===== config.mk =====
export PLATFORM = sky130hd
export DESIGN_NAME = mulSubUnit
export DESIGN_NICKNAME = d
export VERILOG_FILES = /design/src/lspPkg.sv /design/src/mulSubUnit.sv
export VERILOG_INCLUDE_DIRS = /design/src
export SDC_FILE = /design/constraint.sdc
export NUM_CORES = 1
export LEC_CHECK = 0
export BUFFER_PORTS_ARGS = -buffer_cell sky130_fd_sc_hd__buf_4
export CAP_MARGIN = 20
export CORE_UTILIZATION = 40
export DETAILED_ROUTE_END_ITERATION = 7
export SYNTH_ARGS = -nofsm -noshare
export SYNTH_HDL_FRONTEND = slang
export SYNTH_SLANG_ARGS = --single-unit

===== constraint.sdc =====
create_clock -name vclk -period 15.9
set_clock_uncertainty 0.1 [all_clocks]
set_input_delay 2.385 -clock vclk [all_inputs]
set_output_delay 2.385 -clock vclk [all_outputs]
set_load 0.005 [all_outputs]

===== src/g729_params.svh =====
`ifndef G729_PARAMS_SVH
`define G729_PARAMS_SVH

// Scratch memory geometry
`define MEM_DEPTH 2048
`define MEM_ADDR_W 11

// LPC order M and MA predictor order MA_NP
`define LPC_ORDER 10
`define MA_ORDER 4

// Final L_shl amount applied to the L_mult product
`define LSP_SHIFT 3

// 32-bit saturation limits
`define MAX_32 32'sh7fff_ffff
`define MIN_32 32'sh8000_0000

`endif


===== src/lspPkg.sv =====
`default_nettype none

`include "g729_params.svh"

package lspPkg;

	//////////////////////////////////////////////////
	// Fixed-point words
	//////////////////////////////////////////////////
	typedef logic signed [15:0] word16;
	typedef logic signed [31:0] word32;

	// Scratch memory address
	typedef logic [`MEM_ADDR_W-1:0] memAddr;

	//////////////////////////////////////////////////
	// Bundles
	//////////////////////////////////////////////////

	// Base addresses of the five arrays
	typedef struct packed {
		memAddr lspEle;
		memAddr fg;
		memAddr fgSumInv;
		memAddr freqPrev;
		memAddr lsp;
	} lspBases;

	// One memory request, host or engine
	typedef struct packed {
		memAddr addr;
		word32 wrData;
		logic we;
		logic re;
	} memReq;

	// Extraction engine FSM
	typedef enum logic [3:0] {
		IDLE,
		READ_LSP,
		READ_FREQ,
		READ_FG,
		ACCUM,
		READ_INV,
		MULT,
		SHIFT,
		WRITE,
		FINISH
	} engineState;

endpackage

`default_nettype wire


===== src/mulSubUnit.sv =====
`default_nettype none

`include "g729_params.svh"

module mulSubUnit import lspPkg::*;
(
	input wire word16 a,
	input wire word16 b,
	input wire word32 acc,
	output word32 multOut,
	output word32 msuOut
);

	word32 rawProd;
	logic [32:0] diff;
	logic subOvf;

	//////////////////////////////////////////////////
	// L_mult
	//////////////////////////////////////////////////

	// Single shared multiplier
	assign rawProd = a * b;

	// Only -32768 * -32768 overflows after doubling
	always_comb
	begin
		if (a == 16'sh8000 && b == 16'sh8000)
		begin
			multOut = `MAX_32;
		end
		else
		begin
			multOut = rawProd <<< 1;
		end
	end

	//////////////////////////////////////////////////
	// L_msu
	//////////////////////////////////////////////////

	// 33-bit difference exposes the overflow
	assign diff = {acc[31], acc} - {multOut[31], multOut};
	assign subOvf = diff[32] ^ diff[31];

	always_comb
	begin
		if (subOvf)
		begin
			// Clamp toward the sign of the true result
			msuOut = diff[32] ? `MIN_32 : `MAX_32;
		end
		else
		begin
			msuOut = diff[31:0];
		end
	end

endmodule

`default_nettype wire


==> results_dict.tcl <==
set metrics [dict create \
    status "complete, no violations" \
    path_buf_inv 5 \
    critPathSlowestCell "a211oi_1" \
    diodes 0 \
    ff_latch_area_um2 0 \
    vias 9719 \
    worst_path_most_repeated_cell "fa_1" \
    antenna_found_initial 0 \
    post_cts_resized 0 \
    post_cts_buffers 0 \
    hold_class "input pin to output port" \
    wl_per_cell_um 16.5 \
    final_cells 1921 \
    critical-path-max-stage-delay_ns 0.55 \
    nClkBuffers 0 \
    grt_max_degree 39 \
    startpoint_type "input pin" \
    syn_area_mm2 0.0123 \
    nFillCells 2985 \
    ctsHoldBuffers 0 \
    netlist_top_cells_area "fa_1, ha_1, inv_1" \
    synth_seq_area_share_pct 0 \
    postRouteAntennaNets 0 \
    critical_path_depth 32 \
    cp_max_fo 31 \
    nNetsFinal 1967 \
    die_y_um 177 \
    yosys_warnings 0 \
    holdPathStages 4 \
    cp-endpoint "msuOut[2]" \
    drive_gt1_share_pct 12.4 \
    crit_required_ns 13.41 \
    design.die.area_mm2 0.0315 \
    worst_slew_pin_slew_ns 0.753 \
    finalMaxSlewViolations 0 \
    arrival_ns 11.41 \
    yosys-mux-area-fraction_pct 0.325 \
    min_from "acc[31]" \
    grt_pass1_wl_um 54500 \
    routed_via_density 5.06 \
    syn_avg_cell_area_um2 8.48 \
    critPathLaunch "b[1]" \
    synth-xor-area-share_pct 3.76 \
    syn_nets 1885 \
    io_pins 128 \
    dp_hpwl_um 26900 \
    start_util_pct 41.1 \
    timing.final.crit_share_pct 87.4 \
    drc 0 \
    max_freq_mhz 71.9 \
    synth_top_family_by_area "adder cells" \
    multi_input_area_mm2 0.0109 \
    yosys.area_share.simple_pct 18.1 \
    synth-compound-area-share_pct 9.85 \
    fp.coreArea_mm2 0.0300 \
    synth_cell_types 69 \
    setup-violations-final 0 \
    synth_top_cell_area_share_pct 41.8 \
    wirelength_um 31600 \
    die_w_um 177 \
    grt_pass1_vias 10300 \
    globalplace.congestion 0.882 \
    finalSetupTns_ns 0 \
    path_delay_family "adder cells" \
    syn_inst 1451 \
    worst_setup_path_end_kind "output port" \
    crit_type "input pin to output port" \
    synthAdderAreaFrac_pct 56.2 \
    seq_cell_count 0 \
    syn2layout_area_growth_pct 10.1 \
    grt-ovfl-total 0 \
    initialDrtViolationCount 462 \
    rsz0062_at_grt "no" \
    hold_viol 0 \
    dpl.cell_count 1921 \
    maxCapViolCount 0 \
    port_buffers 128 \
    yosysTopAreaCell "fa_1" \
    yosys-top-cells-count "inv_1, fa_1, nand2_1" \
    firstDrtPassIters 5 \
    dpl-instance-area_mm2 0.0135 \
    design_area_mm2 0.0135 \
    rows 63 \
    slew_headroom_pct 49.2 \
    grt_use_total_pct 21.6 \
    min_period_ns 13.90 \
    synth_most_common_cell "inv_1" \
]
cell families after synthesis:
group	count (synthesis)
AOI/OAI and AO/OA	180
buffers and inverters	374
adders and majority gates	402
muxes	4
xor gates and xnor gates	52
and+or+nand+nor	439
per-stage QoR:
step                util (%)  setup WS [ns]  hold WS, ns
floorplan                  -           3.22         4.82
global placement        45.2           2.08         5.17
detailed placement      45.2           2.10         5.16
CTS                     45.2           2.03         5.16
global route            45.2           1.67         5.21
finish                  45.2           2.00         5.17
area by class of cell:
class	instances	share of cell area [%]
inverter	324	9.02
timing repair buffer	130	7.20
tap	390	3.60
multi-input combinational	1077	80.2
cell usage in the layout, fill, tap and decap left out, types with 6 or more instances in the layout:
cell      count
nand3_1      14
nand2_1     143
nor4_1        7
o21a_1       13
fa_1        257
buf_4       130
inv_1       322
nor2_1       69
a211oi_1     12
o211ai_1      8
xor2_1        8
ha_1        113
maj3_2       31
nor3_1       15
o21ai_0      30
or2_2        17
nand2b_1      6
a31oi_1       6
and2_1      130
a21oi_1      46
a21o_1       19
nand4_1      10
o31ai_1       6
nor2b_1       6
o21bai_1     10
xnor2_1      43
worst min-delay path: cells and delay by family:
family          cells  cell delay (ns)
compound gates      1             0.09
buf+inv             2             0.23
fa+ha+maj           1             0.18
how the worst min path moves through the flow:
stage,end,slack (ns)
6_report,msuOut[31],5.17
5_1_grt,msuOut[31],5.21
4_1_cts,msuOut[31],5.16
3_5_place_dp,msuOut[31],5.16
3_3_place_gp,msuOut[31],5.17
2_1_floorplan,multOut[1],4.82
routing by layer:
layer	track usage, %	wire length, um	vias to the layer above
li1	-	-	4647
met1	34.0	16100	4775
met2	32.9	13400	281
met3	1.95	1770	16
met4	1.75	301	0
met5	0	0	-
Power is not shown: default switching activity piles up to over one toggle a cycle in this logic, so the estimate is an artifact.
