File: src/g729_params.svh
`ifndef G729_PARAMS_SVH
`define G729_PARAMS_SVH

// Scratch memory geometry
`define MEM_DEPTH 2048
`define MEM_ADDR_W 11

// LPC order M and MA predictor order MA_NP
`define LPC_ORDER 10
`define MA_ORDER 4

// Final L_shl amount applied to the L_mult product
`define LSP_SHIFT 3

// 32-bit saturation limits
`define MAX_32 32'sh7fff_ffff
`define MIN_32 32'sh8000_0000

`endif

File: src/lspPkg.sv
`default_nettype none

`include "g729_params.svh"

package lspPkg;

	//////////////////////////////////////////////////
	// Fixed-point words
	//////////////////////////////////////////////////
	typedef logic signed [15:0] word16;
	typedef logic signed [31:0] word32;

	// Scratch memory address
	typedef logic [`MEM_ADDR_W-1:0] memAddr;

	//////////////////////////////////////////////////
	// Bundles
	//////////////////////////////////////////////////

	// Base addresses of the five arrays
	typedef struct packed {
		memAddr lspEle;
		memAddr fg;
		memAddr fgSumInv;
		memAddr freqPrev;
		memAddr lsp;
	} lspBases;

	// One memory request, host or engine
	typedef struct packed {
		memAddr addr;
		word32 wrData;
		logic we;
		logic re;
	} memReq;

	// Extraction engine FSM
	typedef enum logic [3:0] {
		IDLE,
		READ_LSP,
		READ_FREQ,
		READ_FG,
		ACCUM,
		READ_INV,
		MULT,
		SHIFT,
		WRITE,
		FINISH
	} engineState;

endpackage

`default_nettype wire

File: src/memArbiter.sv
`default_nettype none

module memArbiter import lspPkg::*;
(
	input wire clk,
	input wire rstN,
	input wire memReq hostReq,
	input wire memReq engReq,
	output logic hostGnt,
	output logic hostRdValid,
	output logic engRdValid,
	output memAddr memWrAddr,
	output word32 memWrData,
	output logic memWe,
	output memAddr memRdAddr
);

	logic engSel;
	logic hostSel;
	memReq owner;

	//////////////////////////////////////////////////
	// Owner selection
	//////////////////////////////////////////////////

	// Engine has fixed priority
	assign engSel = engReq.re | engReq.we;

	// Host only gets the gaps
	assign hostSel = !engSel && (hostReq.re || hostReq.we);
	assign hostGnt = hostSel;

	assign owner = engSel ? engReq : hostReq;

	//////////////////////////////////////////////////
	// Memory side
	//////////////////////////////////////////////////
	assign memWrAddr = owner.addr;
	assign memRdAddr = owner.addr;
	assign memWrData = owner.wrData;

	// No write when neither side is granted
	assign memWe = owner.we & (engSel | hostSel);

	//////////////////////////////////////////////////
	// Read return tagging
	//////////////////////////////////////////////////

	// Data comes back one cycle after the granted read
	always_ff @(posedge clk)
	begin
		if (!rstN)
		begin
			hostRdValid <= 1'b0;
			engRdValid <= 1'b0;
		end
		else
		begin
			hostRdValid <= hostSel & hostReq.re;
			engRdValid <= engReq.re;
		end
	end

endmodule

`default_nettype wire

File: config.mk
export PLATFORM = sky130hd
export DESIGN_NAME = memArbiter
export DESIGN_NICKNAME = d
export VERILOG_FILES = /design/src/lspPkg.sv /design/src/memArbiter.sv
export VERILOG_INCLUDE_DIRS = /design/src
export SDC_FILE = /design/constraint.sdc
export NUM_CORES = 1
export LEC_CHECK = 0
export ABC_CLOCK_PERIOD_IN_PS = 2400
export BUFFER_PORTS_ARGS = -buffer_cell sky130_fd_sc_hd__buf_2
export CAP_MARGIN = 30
export CORE_AREA = 2 2 59 61
export CTS_CLUSTER_SIZE = 30
export DETAILED_ROUTE_END_ITERATION = 8
export DIE_AREA = 0 0 61 63
export HOLD_SLACK_MARGIN = 0.05
export PLACE_DENSITY = 0.75
export SYNTH_ARGS = -nofsm -noshare
export SYNTH_HDL_FRONTEND = slang
export SYNTH_SLANG_ARGS = --single-unit
export TNS_END_PERCENT = 100
File: constraint.sdc
create_clock -name clk -period 2.4 [get_ports clk]
set_input_delay 0 -clock clk [delete_from_list [all_inputs] [get_ports clk]]
set_output_delay 0 -clock clk [all_outputs]
set_load 0.02 [all_outputs]
==> qor.yml <==
clock_tree:
  cts_htree_levels: 1
  post_cts_resized: 0
  postCtsHoldBufs: 3
  cts_buffer_depth: 2
  postCtsSetupRepairBufs: 0
  root_buffer: "clkbuf_4"
  numClockSinks: 2
  cts_tree: "done"
  cts_made_buffers: 3
placement:
  port_buffers: 149
  place_hpwl_microns: 2500
  gp_congestion: 0.773
floorplan:
  io_pins: 150
  die_area_sq_mm: 0.00384
  die_height_microns: 63
  start_util: 0.217
  core_area_sq_mm: 0.00323
  rows: 21
  fp.dieW_microns: 61
timing:
  slew_headroom: 0.603
  drv_slew: 0
  setup_tns_ps: 0
  final_hold_viol_count: 0
  fmax_mhz: 716
  finalCritPeriodShare: 0.582
  setup_violations: 0
  rsz0062_at_grt: "no"
  worst_slew_pin_slew_ps: 594
  period_minus_slack_ps: 1400
critical_path:
  cp_top_family: "buffers and inverters"
  cp.arrival_ps: 1400
  end_kind: "output pin"
  startpoint_type: "primary input"
  cp_slowest_cell: "nor2_4"
  crit_type: "primary input to output pin"
  worstPathRequired_ps: 2400
  slowest_delay_ps: 480
  cp_max_fo: 25
  critPathMostFrequentCell: "buf_2"
  crit_chain: "buf_2 > nor2_4 > buf_12 > mux2_2 > buf_2"
  worst-path-buf-inv: 3
yosys:
  yosysTopAreaCell: "mux2_2"
  synth_seq_cells: 2
  synthesis.area_sq_um: 702
  ys_seq_area_frac: 0.0570
  synth.top_cell.area_share: 0.642
  syn_area_per_cell_sq_um: 10.6
  syn_nets: 158
  yosys-top-cells-area: "mux2_2, buf_4, clkbuf_8"
  synth_cells: 66
  synth_cell_types: 12
  synth_warnings: 0
cells_and_area:
  multi_input_area_sq_um: 523
  antenna_cells: 0
  num-nets-final: 301
  ff_latch_area_sq_um: 40.0
  nFillCells: 327
  area_growth_pct: 106
  drive_gt1_frac: 0.937
routing:
  drt-initial-drc-count: 12
  ant_nets: 0
  vias_per_cell: 4.16
  num_vias: 1052
  drc: 0
  routedWlPerCell_microns: 11.2
  drt_pass1_iterations: 4
  routed_wl_microns: 2840
global_route:
  first_global_vias: 917
  antenna_found_initial: 0
  grt_pass1_wl_microns: 3830
  grt_usage: 0.128
  grt-ovfl-total: 0
  grt_max_degree: 26
min_path:
  min_path_type: "primary input to output pin"
power:
  ir_drop_v: 0.000146
  fin_total_pwr_mw: 0.441
  leakagePower_nw: 0.828
  power.density_mw_per_mm2: 306
flow_run:
  maxCapViolCount: 0
run_status:
  status: "finished clean"
[power by group]
| group | internal (mW) | switching, mW | total, mW |
|---|---|---|---|
| Clock | 0.0550 | 0.0175 | 0.0725 |
| Sequential | 0.0349 | 0.000300 | 0.0352 |
| Combinational | 0.159 | 0.174 | 0.333 |
[cell families after synthesis]
kind of cell    Yosys count  share of synthesized area
mux                      43                      0.690
compound gates            2                     0.0214
buf+inv                  16                      0.198
flops                     2                     0.0570
simple gates              3                     0.0339
[stage by stage]
| step | hold slack [ps] | std cells | setup WS, ps | util | instance area [sq um] |
|---|---|---|---|---|---|
| after global placement | 223 | 247 | 1010 | 0.430 | 1390 |
| after floorplan | 122 | 66 | 1410 | - | 702 |
| after global routing | 353 | 253 | 918 | 0.446 | 1440 |
| after detailed placement | 222 | 247 | 989 | 0.430 | 1390 |
| final | 331 | 253 | 1000 | 0.446 | 1440 |
| after CTS | 333 | 253 | 984 | 0.446 | 1440 |
[final cells by class]
class / count / share of cell area
clock buffer: 3 / 0.0156
inverter: 1 / 0.00260
multi-input combinational: 48 / 0.363
sequential: 2 / 0.0278
tap: 46 / 0.0399
timing repair buffer: 153 / 0.552
[synth_stat cells]
library cell   n
a21o_1         1
and2_1         1
and3_1         1
buf_4         11
buf_6          1
clkbuf_8       3
dfxtp_1        2
inv_1          1
mux2_1         3
mux2_2        40
nor2_4         1
o21a_1         1
[cell usage in the layout, fill, tap and decap left out]
cell type | Yosys | layout
clkbuf_4 | 0 | 3
mux2_2 | 40 | 40
nor2_4 | 1 | 1
dfxtp_1 | 2 | 2
and3_1 | 1 | 1
buf_2 | 0 | 149
and2_1 | 1 | 1
inv_1 | 1 | 1
dlygate4sd3_1 | 0 | 3
buf_12 | 0 | 1
o21a_1 | 1 | 1
mux2_1 | 3 | 3
a21o_1 | 1 | 1
[final timing paths]
kind	depth (start not counted)	end	slack, ps	startpoint
min	3	hostGnt	330	hostReq[1]
max	5	memRdAddr[0]	1000	engReq[0]
[registers in the layout, indices dropped and copies added (netlist names)]
name	flops
hostRdValid	1
engRdValid	1
[routing by layer]
| layer | part of all wire | track usage | routed length (microns) |
|---|---|---|---|
| met3 | 0.14 | 0.0248 | 392 |
| met2 | 0.52 | 0.265 | 1480 |
| met5 | 0 | 0 | 0 |
| met4 | 0.0011 | 0.0245 | 3 |
| met1 | 0.34 | 0.122 | 965 |
[worst min-delay path, delay by kind of cell]
kind	cells	cell delay, ps
compound gates	1	90
buf+inv	2	240
Note: power is estimated with default switching activity, not from simulation.
