==> config.mk <==
export PLATFORM = sky130hd
export DESIGN_NAME = lspPrevExtract
export DESIGN_NICKNAME = d
export VERILOG_FILES = /design/src/lspPkg.sv /design/src/lspPrevExtract.sv
export VERILOG_INCLUDE_DIRS = /design/src
export SDC_FILE = /design/constraint.sdc
export NUM_CORES = 1
export LEC_CHECK = 0
export ABC_AREA = 1
export BUFFER_PORTS_ARGS = -buffer_cell sky130_fd_sc_hd__buf_2
export CAP_MARGIN = 10
export CORE_UTILIZATION = 40
export CTS_CLUSTER_SIZE = 14
export DETAILED_ROUTE_END_ITERATION = 8
export PLACE_DENSITY = 0.81
export SLEW_MARGIN = 40
export SYNTH_ARGS = -nofsm -noshare
export SYNTH_HDL_FRONTEND = slang
export SYNTH_SLANG_ARGS = --single-unit
==> constraint.sdc <==
create_clock -name clk -period 3.8 [get_ports clk]
set_clock_uncertainty 0.15 [all_clocks]
set_input_delay 0.38 -clock clk [delete_from_list [all_inputs] [get_ports clk]]
set_output_delay 0.38 -clock clk [all_outputs]
set_load 0.05 [all_outputs]
==> src/g729_params.svh <==
`ifndef G729_PARAMS_SVH
`define G729_PARAMS_SVH

// Scratch memory geometry
`define MEM_DEPTH 2048
`define MEM_ADDR_W 11

// LPC order M and MA predictor order MA_NP
`define LPC_ORDER 10
`define MA_ORDER 4

// Final L_shl amount applied to the L_mult product
`define LSP_SHIFT 3

// 32-bit saturation limits
`define MAX_32 32'sh7fff_ffff
`define MIN_32 32'sh8000_0000

`endif

==> src/lspPkg.sv <==
`default_nettype none

`include "g729_params.svh"

package lspPkg;

	//////////////////////////////////////////////////
	// Fixed-point words
	//////////////////////////////////////////////////
	typedef logic signed [15:0] word16;
	typedef logic signed [31:0] word32;

	// Scratch memory address
	typedef logic [`MEM_ADDR_W-1:0] memAddr;

	//////////////////////////////////////////////////
	// Bundles
	//////////////////////////////////////////////////

	// Base addresses of the five arrays
	typedef struct packed {
		memAddr lspEle;
		memAddr fg;
		memAddr fgSumInv;
		memAddr freqPrev;
		memAddr lsp;
	} lspBases;

	// One memory request, host or engine
	typedef struct packed {
		memAddr addr;
		word32 wrData;
		logic we;
		logic re;
	} memReq;

	// Extraction engine FSM
	typedef enum logic [3:0] {
		IDLE,
		READ_LSP,
		READ_FREQ,
		READ_FG,
		ACCUM,
		READ_INV,
		MULT,
		SHIFT,
		WRITE,
		FINISH
	} engineState;

endpackage

`default_nettype wire

==> src/lspPrevExtract.sv <==
`default_nettype none

`include "g729_params.svh"

module lspPrevExtract import lspPkg::*;
(
	input wire clk,
	input wire rstN,
	input wire start,
	input wire lspBases bases,
	output logic done,
	output memReq engReq,
	input wire word32 rdData,
	input wire engRdValid,
	output word16 a,
	output word16 b,
	output word32 acc,
	input wire word32 multOut,
	input wire word32 msuOut,
	output logic shlReady,
	output word32 shlIn,
	input wire shlDone,
	input wire word32 shlOut
);

	localparam int J_W = $clog2(`LPC_ORDER);
	localparam int K_W = $clog2(`MA_ORDER);

	engineState state;
	lspBases basesReg;
	logic [J_W-1:0] j;
	logic [K_W-1:0] k;
	word32 accReg;
	word16 freqReg;
	word16 fgReg;
	word16 invReg;
	memAddr jOff;
	memAddr matOff;

	// Element [k][j] sits at base + M*k + j
	assign jOff = memAddr'(j);
	assign matOff = memAddr'(k * `LPC_ORDER) + jOff;

	//////////////////////////////////////////////////
	// FSM
	//////////////////////////////////////////////////
	always_ff @(posedge clk)
	begin
		if (!rstN)
		begin
			state <= IDLE;
			j <= '0;
			k <= '0;
		end
		else
		begin
			case (state)
				IDLE:
				begin
					if (start)
					begin
						basesReg <= bases;
						j <= '0;
						state <= READ_LSP;
					end
				end
				READ_LSP:
				begin
					// lsp[j] into the high half
					if (engRdValid)
					begin
						accReg <= {rdData[15:0], 16'h0000};
						k <= '0;
						state <= READ_FREQ;
					end
				end
				READ_FREQ:
				begin
					if (engRdValid)
					begin
						freqReg <= rdData[15:0];
						state <= READ_FG;
					end
				end
				READ_FG:
				begin
					if (engRdValid)
					begin
						fgReg <= rdData[15:0];
						state <= ACCUM;
					end
				end
				ACCUM:
				begin
					accReg <= msuOut;
					if (k == K_W'(`MA_ORDER - 1))
					begin
						state <= READ_INV;
					end
					else
					begin
						k <= k + 1'b1;
						state <= READ_FREQ;
					end
				end
				READ_INV:
				begin
					if (engRdValid)
					begin
						invReg <= rdData[15:0];
						state <= MULT;
					end
				end
				MULT:
				begin
					state <= SHIFT;
				end
				SHIFT:
				begin
					if (shlDone)
					begin
						state <= WRITE;
					end
				end
				WRITE:
				begin
					if (j == J_W'(`LPC_ORDER - 1))
					begin
						state <= FINISH;
					end
					else
					begin
						j <= j + 1'b1;
						state <= READ_LSP;
					end
				end
				default:
				begin
					state <= IDLE;
				end
			endcase
		end
	end

	//////////////////////////////////////////////////
	// Memory requests
	//////////////////////////////////////////////////

	// A read is issued once, then the engine waits for engRdValid
	always_comb
	begin
		engReq = '0;
		case (state)
			READ_LSP:
			begin
				engReq.re = !engRdValid;
				engReq.addr = basesReg.lsp + jOff;
			end
			READ_FREQ:
			begin
				engReq.re = !engRdValid;
				engReq.addr = basesReg.freqPrev + matOff;
			end
			READ_FG:
			begin
				engReq.re = !engRdValid;
				engReq.addr = basesReg.fg + matOff;
			end
			READ_INV:
			begin
				engReq.re = !engRdValid;
				engReq.addr = basesReg.fgSumInv + jOff;
			end
			WRITE:
			begin
				engReq.we = 1'b1;
				engReq.addr = basesReg.lspEle + jOff;
				engReq.wrData = {{16{shlOut[31]}}, shlOut[31:16]};
			end
			default:
			begin
				engReq = '0;
			end
		endcase
	end

	// Arithmetic operands, high half times fg_sum_inv in MULT
	assign a = (state == MULT) ? accReg[31:16] : freqReg;
	assign b = (state == MULT) ? invReg : fgReg;
	assign acc = accReg;

	// Product goes straight into the shifter
	assign shlReady = (state == MULT);
	assign shlIn = multOut;

	assign done = (state == FINISH);

endmodule

`default_nettype wire

==> impl_metrics.env, run 1 <==
export IMPL_synth_mux_area_frac=0.0123
export IMPL_post_dp_hpwl_um=12500
export IMPL_ios=331
export IMPL_setup_viol=0
export IMPL_rows=48
export IMPL_synth_compound_area_frac=0.0432
export IMPL_synth_xor_area_frac=0.00369
export IMPL_fillers=1459
export IMPL_grt_use_total=0.201
export IMPL_crit_required_ps=3270
export IMPL_vias=5826
export IMPL_reg2reg_depth=7
export IMPL_r2r_end="acc[20]$_DFFE_PP_"
export IMPL_dieArea_sq_um=18400
export IMPL_hold_class="in2reg"
export IMPL_pre_cts_ws_ps=410
export IMPL_first_pass_iters=5
export IMPL_seqCellArea_sq_um=4260
export IMPL_drc_errors=0
export IMPL_wl_um=18600
export IMPL_rsz0062_at_grt="yes"
export IMPL_cts_tree="done"
export IMPL_cts_sinks=145
export IMPL_r2r_start="state[0]$_SDFFE_PN0P_"
export IMPL_critical_path_class="reg2out"
export IMPL_grt_max_degree=40
export IMPL_max_cap_violations=0
export IMPL_ys_types=44
export IMPL_drt_iter0_markers=352
export IMPL_core_sq_um=17400
export IMPL_syn_avg_cell_area_sq_um=9.98
export IMPL_wl_per_cell_um=15.3
export IMPL_slew_viol_final=0
export IMPL_area_growth_pct=32.5
export IMPL_syn_area_sq_um=7130
export IMPL_cts_buffers=17
export IMPL_crit_chain="ha_1, fa_1, xor2_1, ha_1, a21oi_1, o21a_1, nand2_1, inv_1, nor2_1, o22ai_1, buf_4"
export IMPL_cts_buffer_depth=2
export IMPL_holdWs_ps=36.4
export IMPL_hold_path_end="freqReg[1]$_DFFE_PP_"
export IMPL_fmax_mhz=277
export IMPL_hold_violations=0
export IMPL_synthAdderAreaFrac=0.0365
export IMPL_die_w_um=135
export IMPL_cpMostUsedCell="ha_1"
export IMPL_cp_start_kind="register"
export IMPL_crit_slowest_cell="fa_1"
export IMPL_antenna_found_initial=2
export IMPL_grt_pass1_wl_um=27900
export IMPL_grt_pass1_vias=5728
export IMPL_seq_area_frac_synth=0.597
export IMPL_globalRoute_totalOverflow=0
export IMPL_crit_fanout=6
export IMPL_ant_nets=0
export IMPL_synth_simple_area_share=0.207
export IMPL_period_needed_ps=3610
export IMPL_power_leakage_uw=0.00444
export IMPL_ys_warn_count=0
export IMPL_multi_input_area_sq_um=2210
export IMPL_worst_pin_slew_ps=718
export IMPL_nets=1181
export IMPL_ys_ff_latch=145
export IMPL_hold_start="rdData[1]"
export IMPL_power_density_nw_per_um2=622
export IMPL_post_route_period_util=0.951
export IMPL_initial_core_util=0.411
export IMPL_clk_pin_slew_ps=60
export IMPL_holdPathStages=1
export IMPL_synth_top_family_by_area="simple AND/OR/NAND/NOR gates"
export IMPL_htree_num_levels=4
export IMPL_port_buffers=234
export IMPL_via_per_inst=4.80
export IMPL_max_slew_margin=0.521
export IMPL_syn_instance_count=714
export IMPL_root_buffer="clkbuf_16"
export IMPL_cpPeakStageDelay_ps=400
export IMPL_insertion_delay_ps=410
export IMPL_crit_arrival_ps=3080
export IMPL_drive_above_1_share=0.326
export IMPL_synth_fp_nets=921
export IMPL_rrSetupSlack_ps=1140
export IMPL_ir_drop_mv=0.417
export IMPL_status="finished, final reports clean"
export IMPL_setup_ws_ps=186
export IMPL_gp_congestion=0.881
export IMPL_die_h_um=135
export IMPL_cp_end_kind="output port"
synth_stat cells, drive strengths merged:
master,n,area share
inv,75,0.039
dfxtp,10,0.028
mux2,6,0.0095
nor3,8,0.0056
nand3,37,0.027
a21boi,1,0.0011
nor2,63,0.044
o2111ai,1,0.0012
a31o,1,0.0012
nand4,2,0.0018
o211a,2,0.0028
o21a,2,0.0021
a22o,2,0.0025
fa,3,0.0084
o22ai,4,0.0035
buf,52,0.054
and2,1,0.00088
o21ai,18,0.013
mux2i,2,0.0028
clkbuf,10,0.0053
a21oi,16,0.011
xor2,3,0.0037
nand3b,1,0.0011
clkinv,3,0.0023
o31ai,3,0.0032
edfxtp,135,0.57
and3,1,0.00088
or2,1,0.00088
nand2,234,0.13
o221ai,1,0.0012
ha,16,0.028
per-stage QoR:
stage	power (uW)	area [sq um]	std cells	TNS (ps)	utilization
6_report	5880	9450	1214	0	0.544
5_1_grt	6170	9440	1213	-17.6	0.544
4_1_cts	5840	9350	1207	0	0.539
3_5_place_dp	4230	8260	1121	0	0.476
3_3_place_gp	4180	8260	1121	0	0.476
2_1_floorplan	3760	7130	714	0	-
kinds of logic after synthesis:
group                    after synthesis
flip-flops                           145
AO/OA/AOI/OAI                         51
XOR/XNOR                               3
adder cells (fa/ha/maj)               19
AND/OR/NAND/NOR                      348
multiplexers                           8
buffers and inverters                140
worst max-delay path, delay by kind of cell (launching register included):
family | cells | cell delay, ps
AO/OA/AOI/OAI | 3 | 670
XOR/XNOR | 1 | 180
adder cells (fa/ha/maj) | 3 | 980
buffers and inverters | 2 | 360
flip-flops | 1 | 360
AND/OR/NAND/NOR | 2 | 130
state kept, by name, indices dropped and copies added (netlist names):
signal	count
state	4
fgReg	16
invReg	16
j	4
acc	32
freqReg	16
basesReg	55
k	2
where the power goes:
part,internal (uW),total (uW),switching [uW],leakage [uW]
Sequential,2010,2100,93.5,0.00132
Clock,854,1550,693,0.000269
Combinational,594,2230,1640,0.00286
layout by cell type (no fill, tap or decap), types with 3 or more instances in the layout:
master / count
xor2_1: 3
nor3_1: 6
dfxtp_1: 6
inv_1: 69
mux2_2: 6
nor2_2: 4
dfxtp_2: 3
nand3_1: 36
dlygate4sd3_1: 55
buf_2: 229
nor2_4: 8
clkinv_4: 3
buf_4: 17
o31ai_1: 3
clkinv_1: 3
o22ai_1: 4
inv_2: 7
nand2_1: 228
edfxtp_1: 135
fa_1: 3
ha_1: 15
inv_6: 7
nor2_1: 50
a21oi_1: 15
nand2_2: 4
clkbuf_16: 17
o21ai_0: 12
o21ai_1: 5
worst max path at each step:
stage	from	end	cells past startpoint
after floorplan	state[0]$_SDFFE_PN0P_	basesReg[0]$_DFFE_PP_	5
after global placement	state[0]$_SDFFE_PN0P_	engReq[38]	17
after detailed placement	state[3]$_SDFFE_PN0P_	engReq[40]	18
after CTS	j[1]$_SDFFE_PN0P_	engReq[44]	15
after global routing	j[1]$_SDFFE_PN0P_	engReq[44]	15
final	j[1]$_SDFFE_PN0P_	engReq[40]	11
area by class of cell:
cell class / count / area share
antenna: 2 / 0.000530
clock buffer: 17 / 0.0450
clock inverter: 15 / 0.0128
inverter: 78 / 0.0315
multi-input combinational: 429 / 0.234
sequential: 145 / 0.451
tap: 225 / 0.0298
timing repair buffer: 303 / 0.195
timing repair:
item                                    CTS  global route
gates resized for setup                   4            24
hold buffers                             54             1
endpoints found under the hold margin    54             1
pin swaps                                 0             6
endpoints found under the setup margin    4             6
buffers inserted                          0             4
per-layer routing:
layer,up-vias,GRT usage,routed length [um]
met5,-,0,0
li1,2832,-,-
met3,23,0.0569,1560
met1,2676,0.210,6930
met2,295,0.381,9840
met4,0,0.0680,284
Note: power is estimated with default switching activity, not from simulation.
==> run 2, diff against run 1 <==
- HOLD_SLACK_MARGIN: not set -> 0.08
- SLEW_MARGIN: 40 -> not set
==> impl_metrics.env, run 2 (same netlist as run 1, synthesis figures left out) <==
export IMPL_vias=5923
export IMPL_hold_violations=0
export IMPL_grt_use_total=0.209
export IMPL_dieArea_sq_um=18400
export IMPL_power_leakage_uw=0.00453
export IMPL_critical_path_class="reg2out"
export IMPL_drc_errors=0
export IMPL_holdWs_ps=101
export IMPL_crit_fanout=6
export IMPL_max_slew_margin=0.256
export IMPL_mostFrequentLayoutCell="buf_2"
export IMPL_first_pass_iters=7
export IMPL_period_needed_ps=3620
export IMPL_power_density_nw_per_um2=613
export IMPL_cp_endpoint="engReq[40]"
export IMPL_drive_above_1_share=0.319
export IMPL_grt_max_degree=40
export IMPL_rrSetupSlack_ps=1140
export IMPL_setup_viol=0
export IMPL_wl_um=19300
export IMPL_root_buffer="clkbuf_16"
export IMPL_cp_end_kind="output port"
export IMPL_fin_tns_setup_ps=0
export IMPL_r2r_start="state[0]$_SDFFE_PN0P_"
export IMPL_layout_common_cells="229 x buf_2, 228 x nand2_1, 135 x edfxtp_1"
export IMPL_gp_congestion=0.881
export IMPL_via_per_inst=4.80
export IMPL_hold_class="in2reg"
export IMPL_cpMostUsedCell="ha_1"
export IMPL_cp_start_kind="register"
export IMPL_rsz0062_at_grt="yes"
export IMPL_cts_buffers=17
export IMPL_rows=48
export IMPL_wl_per_cell_um=15.6
export IMPL_cpPeakStageDelay_ps=400
export IMPL_post_dp_hpwl_um=12500
export IMPL_crit_required_ps=3270
export IMPL_crit_arrival_ps=3090
export IMPL_pre_cts_ws_ps=410
export IMPL_port_buffers=234
export IMPL_r2r_end="acc[14]$_SDFFCE_PN0P_"
export IMPL_drt_iter0_markers=313
export IMPL_slew_viol_final=0
export IMPL_antenna_found_initial=1
export IMPL_final_area_sq_um=9640
export IMPL_placed_area_sq_um=8260
export IMPL_cts_tree="done"
export IMPL_ir_drop_mv=0.561
export IMPL_grt_pass1_vias=5973
export IMPL_ant_nets=0
export IMPL_globalRoute_totalOverflow=0
export IMPL_initial_core_util=0.411
export IMPL_htree_num_levels=4
export IMPL_area_growth_pct=35.3
export IMPL_cp_startpoint="j[1]$_SDFFE_PN0P_"
export IMPL_worst_pin_slew_ps=1120
export IMPL_crit_slowest_cell="fa_1"
export IMPL_status="finished, final reports clean"
export IMPL_total_power_uw=5910
export IMPL_largest_register_ffs=55
export IMPL_cts_sinks=145
export IMPL_die_w_um=135
export IMPL_insertion_delay_ps=410
export IMPL_reg2reg_depth=7
export IMPL_nets=1201
export IMPL_clk_pin_slew_ps=60
export IMPL_post_route_period_util=0.952
export IMPL_fmax_mhz=276
export IMPL_largest_register="basesReg"
export IMPL_grt_pass1_wl_um=29100
export IMPL_crit_chain="ha_1, fa_1, xor2_1, ha_1, a21oi_1, o21a_1, nand2_1, inv_1, nor2_1, o22ai_1, buf_4"
export IMPL_core_sq_um=17400
export IMPL_cts_buffer_depth=2
export IMPL_ios=331
export IMPL_max_cap_violations=0
export IMPL_die_h_um=135
export IMPL_setup_ws_ps=181
==> run 2: cell count changes in the layout (fill, tap and decap cells not counted) <==
cell,previous run,this run
inv_2,7,6
diode_2,2,1
dlygate4sd3_1,55,75
inv_1,69,70
==> run 2: stage by stage <==
step | utilization | cells
final | 0.556 | 1233
after global routing | 0.555 | 1232
after CTS | 0.551 | 1228
after detailed placement | 0.476 | 1121
after global placement | 0.476 | 1121
after floorplan | - | 714
==> run 2: final cells by class <==
type,count,area [sq um]
diodes,1,2.50
multi-input cells,429,2210
well taps,225,282
clock buffers,17,425
clock inverters,15,121
repair buffers,323,2040
inverters,78,298
flip-flops and latches,145,4260
fillers,1432,7710
==> run 2: layer usage <==
layer,vias to the layer above,routed length [um],global-route usage,part of all wire
met5,-,0,0,0
met4,0,275,0.0693,0.014
met1,2721,7120,0.216,0.37
li1,2875,-,-,-
met3,25,1600,0.0584,0.083
met2,302,10300,0.403,0.53
==> run 2: timing repair <==
action	CTS	global route
cloned	0	0
hold endpoints to repair	107	0
buffers inserted	0	4
gates resized for setup	4	24
hold buffers	75	0
pin swaps	0	7
endpoints found under the setup margin	4	6
==> run 2: critical path: cells and delay by family (launching register included) <==
kind	cells	cell delay, ps
AO/OA/AOI/OAI	3	660
XOR/XNOR	1	180
flip-flops	1	360
adder cells (fa/ha/maj)	3	980
buffers and inverters	2	360
AND/OR/NAND/NOR	2	130
==> run 2: power breakdown <==
group	switching (uW)	internal, uW
clock	702	854
sequential	94.3	2010
combinational	1650	609
==> run 2: worst min-delay path by stage <==
| stage | start | endpoint | slack (ps) | cells after the start |
|---|---|---|---|---|
| 6_report | msuOut[17] | acc[17]$_DFFE_PP_ | 100 | 3 |
| 5_1_grt | msuOut[24] | acc[24]$_DFFE_PP_ | 90 | 3 |
| 4_1_cts | msuOut[25] | acc[25]$_DFFE_PP_ | 90 | 3 |
| 3_5_place_dp | state[0]$_SDFFE_PN0P_ | state[0]$_SDFFE_PN0P_ | 400 | 2 |
| 3_3_place_gp | state[0]$_SDFFE_PN0P_ | state[0]$_SDFFE_PN0P_ | 390 | 2 |
| 2_1_floorplan | bases[0] | basesReg[0]$_DFFE_PP_ | 330 | 0 |
==> run 3, diff against run 2 <==
- CORE_MARGIN: not set -> 4
- clock period: 3.8 -> 3.14 ns (I/O delays scaled with it)
==> impl_metrics.env, run 3 (same netlist as run 1, synthesis figures left out) <==
export IMPL_root_buffer="clkbuf_16"
export IMPL_grt_pass1_wl_um=33000
export IMPL_holdPathStages=3
export IMPL_insertion_delay_ps=420
export IMPL_nets=1264
export IMPL_dp_cells=1141
export IMPL_hold_violations=0
export IMPL_initial_core_util=0.411
export IMPL_largest_register="basesReg"
export IMPL_cts_buffer_depth=2
export IMPL_cp_start_kind="register"
export IMPL_crit_fanout=6
export IMPL_mostFrequentLayoutCell="buf_2"
export IMPL_status="finished, violations left"
export IMPL_area_growth_pct=48.7
export IMPL_ant_nets=0
export IMPL_cp_end_kind="output port"
export IMPL_core_sq_um=17400
export IMPL_vias=6465
export IMPL_diodes=0
export IMPL_globalRoute_totalOverflow=0
export IMPL_critical_path_depth=19
export IMPL_grt_use_total=0.211
export IMPL_htree_num_levels=4
export IMPL_cpPeakStageDelay_ps=400
export IMPL_fillers=1223
export IMPL_die_w_um=141
export IMPL_post_route_period_util=1.10
export IMPL_rrSetupSlack_ps=830
export IMPL_drive_above_1_share=0.397
export IMPL_layout_common_cells="225 x buf_2, 212 x nand2_1, 135 x edfxtp_1"
export IMPL_cts_buffers=17
export IMPL_crit_slowest_cell="fa_2"
export IMPL_cts_sinks=145
export IMPL_clk_pin_slew_ps=60
export IMPL_gp_congestion=0.894
export IMPL_cpMostUsedCell="nand2_2"
export IMPL_reg2reg_depth=10
export IMPL_hold_class="in2reg"
export IMPL_via_per_inst=4.99
export IMPL_port_buffers=234
export IMPL_r2r_start="state[0]$_SDFFE_PN0P_"
export IMPL_crit_required_ps=2680
export IMPL_max_slew_margin=0.499
export IMPL_wl_um=22600
export IMPL_drc_errors=0
export IMPL_first_pass_iters=5
export IMPL_crit_chain="buf_6, nor2_4, nand2_2, nand2_4, inv_6, nand2_2, nand3_2, ha_4, fa_2, nand2_2, inv_2, o21ai_1, nand2_1, nand2_2, nor2_4, buf_6, o21ai_2, o22ai_2, buf_6"
export IMPL_fmax_mhz=290
export IMPL_setup_ws_ps=-308
export IMPL_rows=48
export IMPL_worst_pin_slew_ps=749
export IMPL_largest_register_ffs=55
export IMPL_hold_path_end="acc[4]$_SDFFCE_PN0P_"
export IMPL_total_power_uw=7870
export IMPL_die_h_um=141
export IMPL_slew_viol_final=0
export IMPL_dieArea_sq_um=20000
export IMPL_hold_start="msuOut[4]"
export IMPL_grt_max_degree=42
export IMPL_fin_util=0.611
export IMPL_wl_per_cell_um=17.5
export IMPL_period_needed_ps=3450
export IMPL_r2r_end="k[0]$_SDFFE_PN0P_"
export IMPL_drt_iter0_markers=358
export IMPL_rsz0062_at_grt="yes"
export IMPL_antenna_found_initial=0
export IMPL_ios=331
export IMPL_worst_path_buf_inv=5
export IMPL_setup_viol=7
export IMPL_cts_tree="done"
export IMPL_max_cap_violations=0
export IMPL_post_dp_hpwl_um=13300
export IMPL_final_cells=1295
export IMPL_crit_arrival_ps=2980
export IMPL_ir_drop_mv=0.685
export IMPL_holdWs_ps=84.6
export IMPL_cp_top_family="simple AND/OR/NAND/NOR gates"
export IMPL_power_leakage_uw=0.00489
export IMPL_grt_pass1_vias=6556
export IMPL_critical_path_class="reg2out"
export IMPL_power_density_nw_per_um2=743
export IMPL_violations="negative setup slack"
run 3: changes by cell type in the layout (fill, tap and decap cells not counted), moves of 8 or more:
cell	previous run	this run
nand2_1	228	212
nand3_1	36	23
buf_6	1	9
nand3_2	1	14
buf_4	17	47
nand2_2	4	17
dlygate4sd3_1	75	101
run 3: per-layer routing:
metal	global-route usage	routed length, um	up-vias
li1	-	-	2996
met1	0.229	7840	2974
met2	0.379	11800	420
met3	0.0661	2190	75
met4	0.0899	767	0
met5	0	0	-
run 3: tightest hold or removal path: cells and delay by family:
kind                   cells  cell delay, ps
and+or+nand+nor            1              90
buffers and inverters      2             130
run 3: cell type report:
class                   count  area [sq um]  share of cell area
well taps                 225           282              0.0266
repair buffers            386          2660               0.251
multi-input cells         429          2530               0.238
clock buffers              17           425              0.0401
clock inverters            15           126              0.0119
inverters                  78           307              0.0289
flip-flops and latches    145          4280               0.403
run 3: report_power, final:
group          switching (uW)  internal [uW]  total (uW)
logic                    2270           1140        3410
clock network             865           1040        1900
registers                 122           2440        2560
total                    3260           4620        7870
run 3: timing repair:
item	in CTS	in global routing
endpoints found under the setup margin	10	9
endpoints found under the hold margin	137	0
setup buffers	6	16
pin swaps	17	28
hold buffers	101	0
resized for setup	82	42
run 3: per-stage QoR:
| stage | worst slack (ps) | instance area, sq um | setup TNS [ps] |
|---|---|---|---|
| final | -308 | 10600 | -1780 |
| after detailed placement | -108 | 8450 | -365 |
| after floorplan | 69.6 | 7150 | 0 |
| after global routing | -460 | 10600 | -2990 |
| after CTS | -136 | 10300 | -564 |
| after global placement | -11.0 | 8450 | -20.8 |
run 3: worst max-delay path by stage:
stage,start,endpoint,slack (ps)
after floorplan,state[0]$_SDFFE_PN0P_,acc[0]$_SDFFCE_PN0P_,70
after detailed placement,state[0]$_SDFFE_PN0P_,engReq[40],-110
after global routing,state[3]$_SDFFE_PN0P_,engReq[40],-460
after global placement,state[0]$_SDFFE_PN0P_,engReq[40],-10
final,state[3]$_SDFFE_PN0P_,engReq[40],-310
after CTS,state[1]$_SDFFE_PN0P_,engReq[42],-140
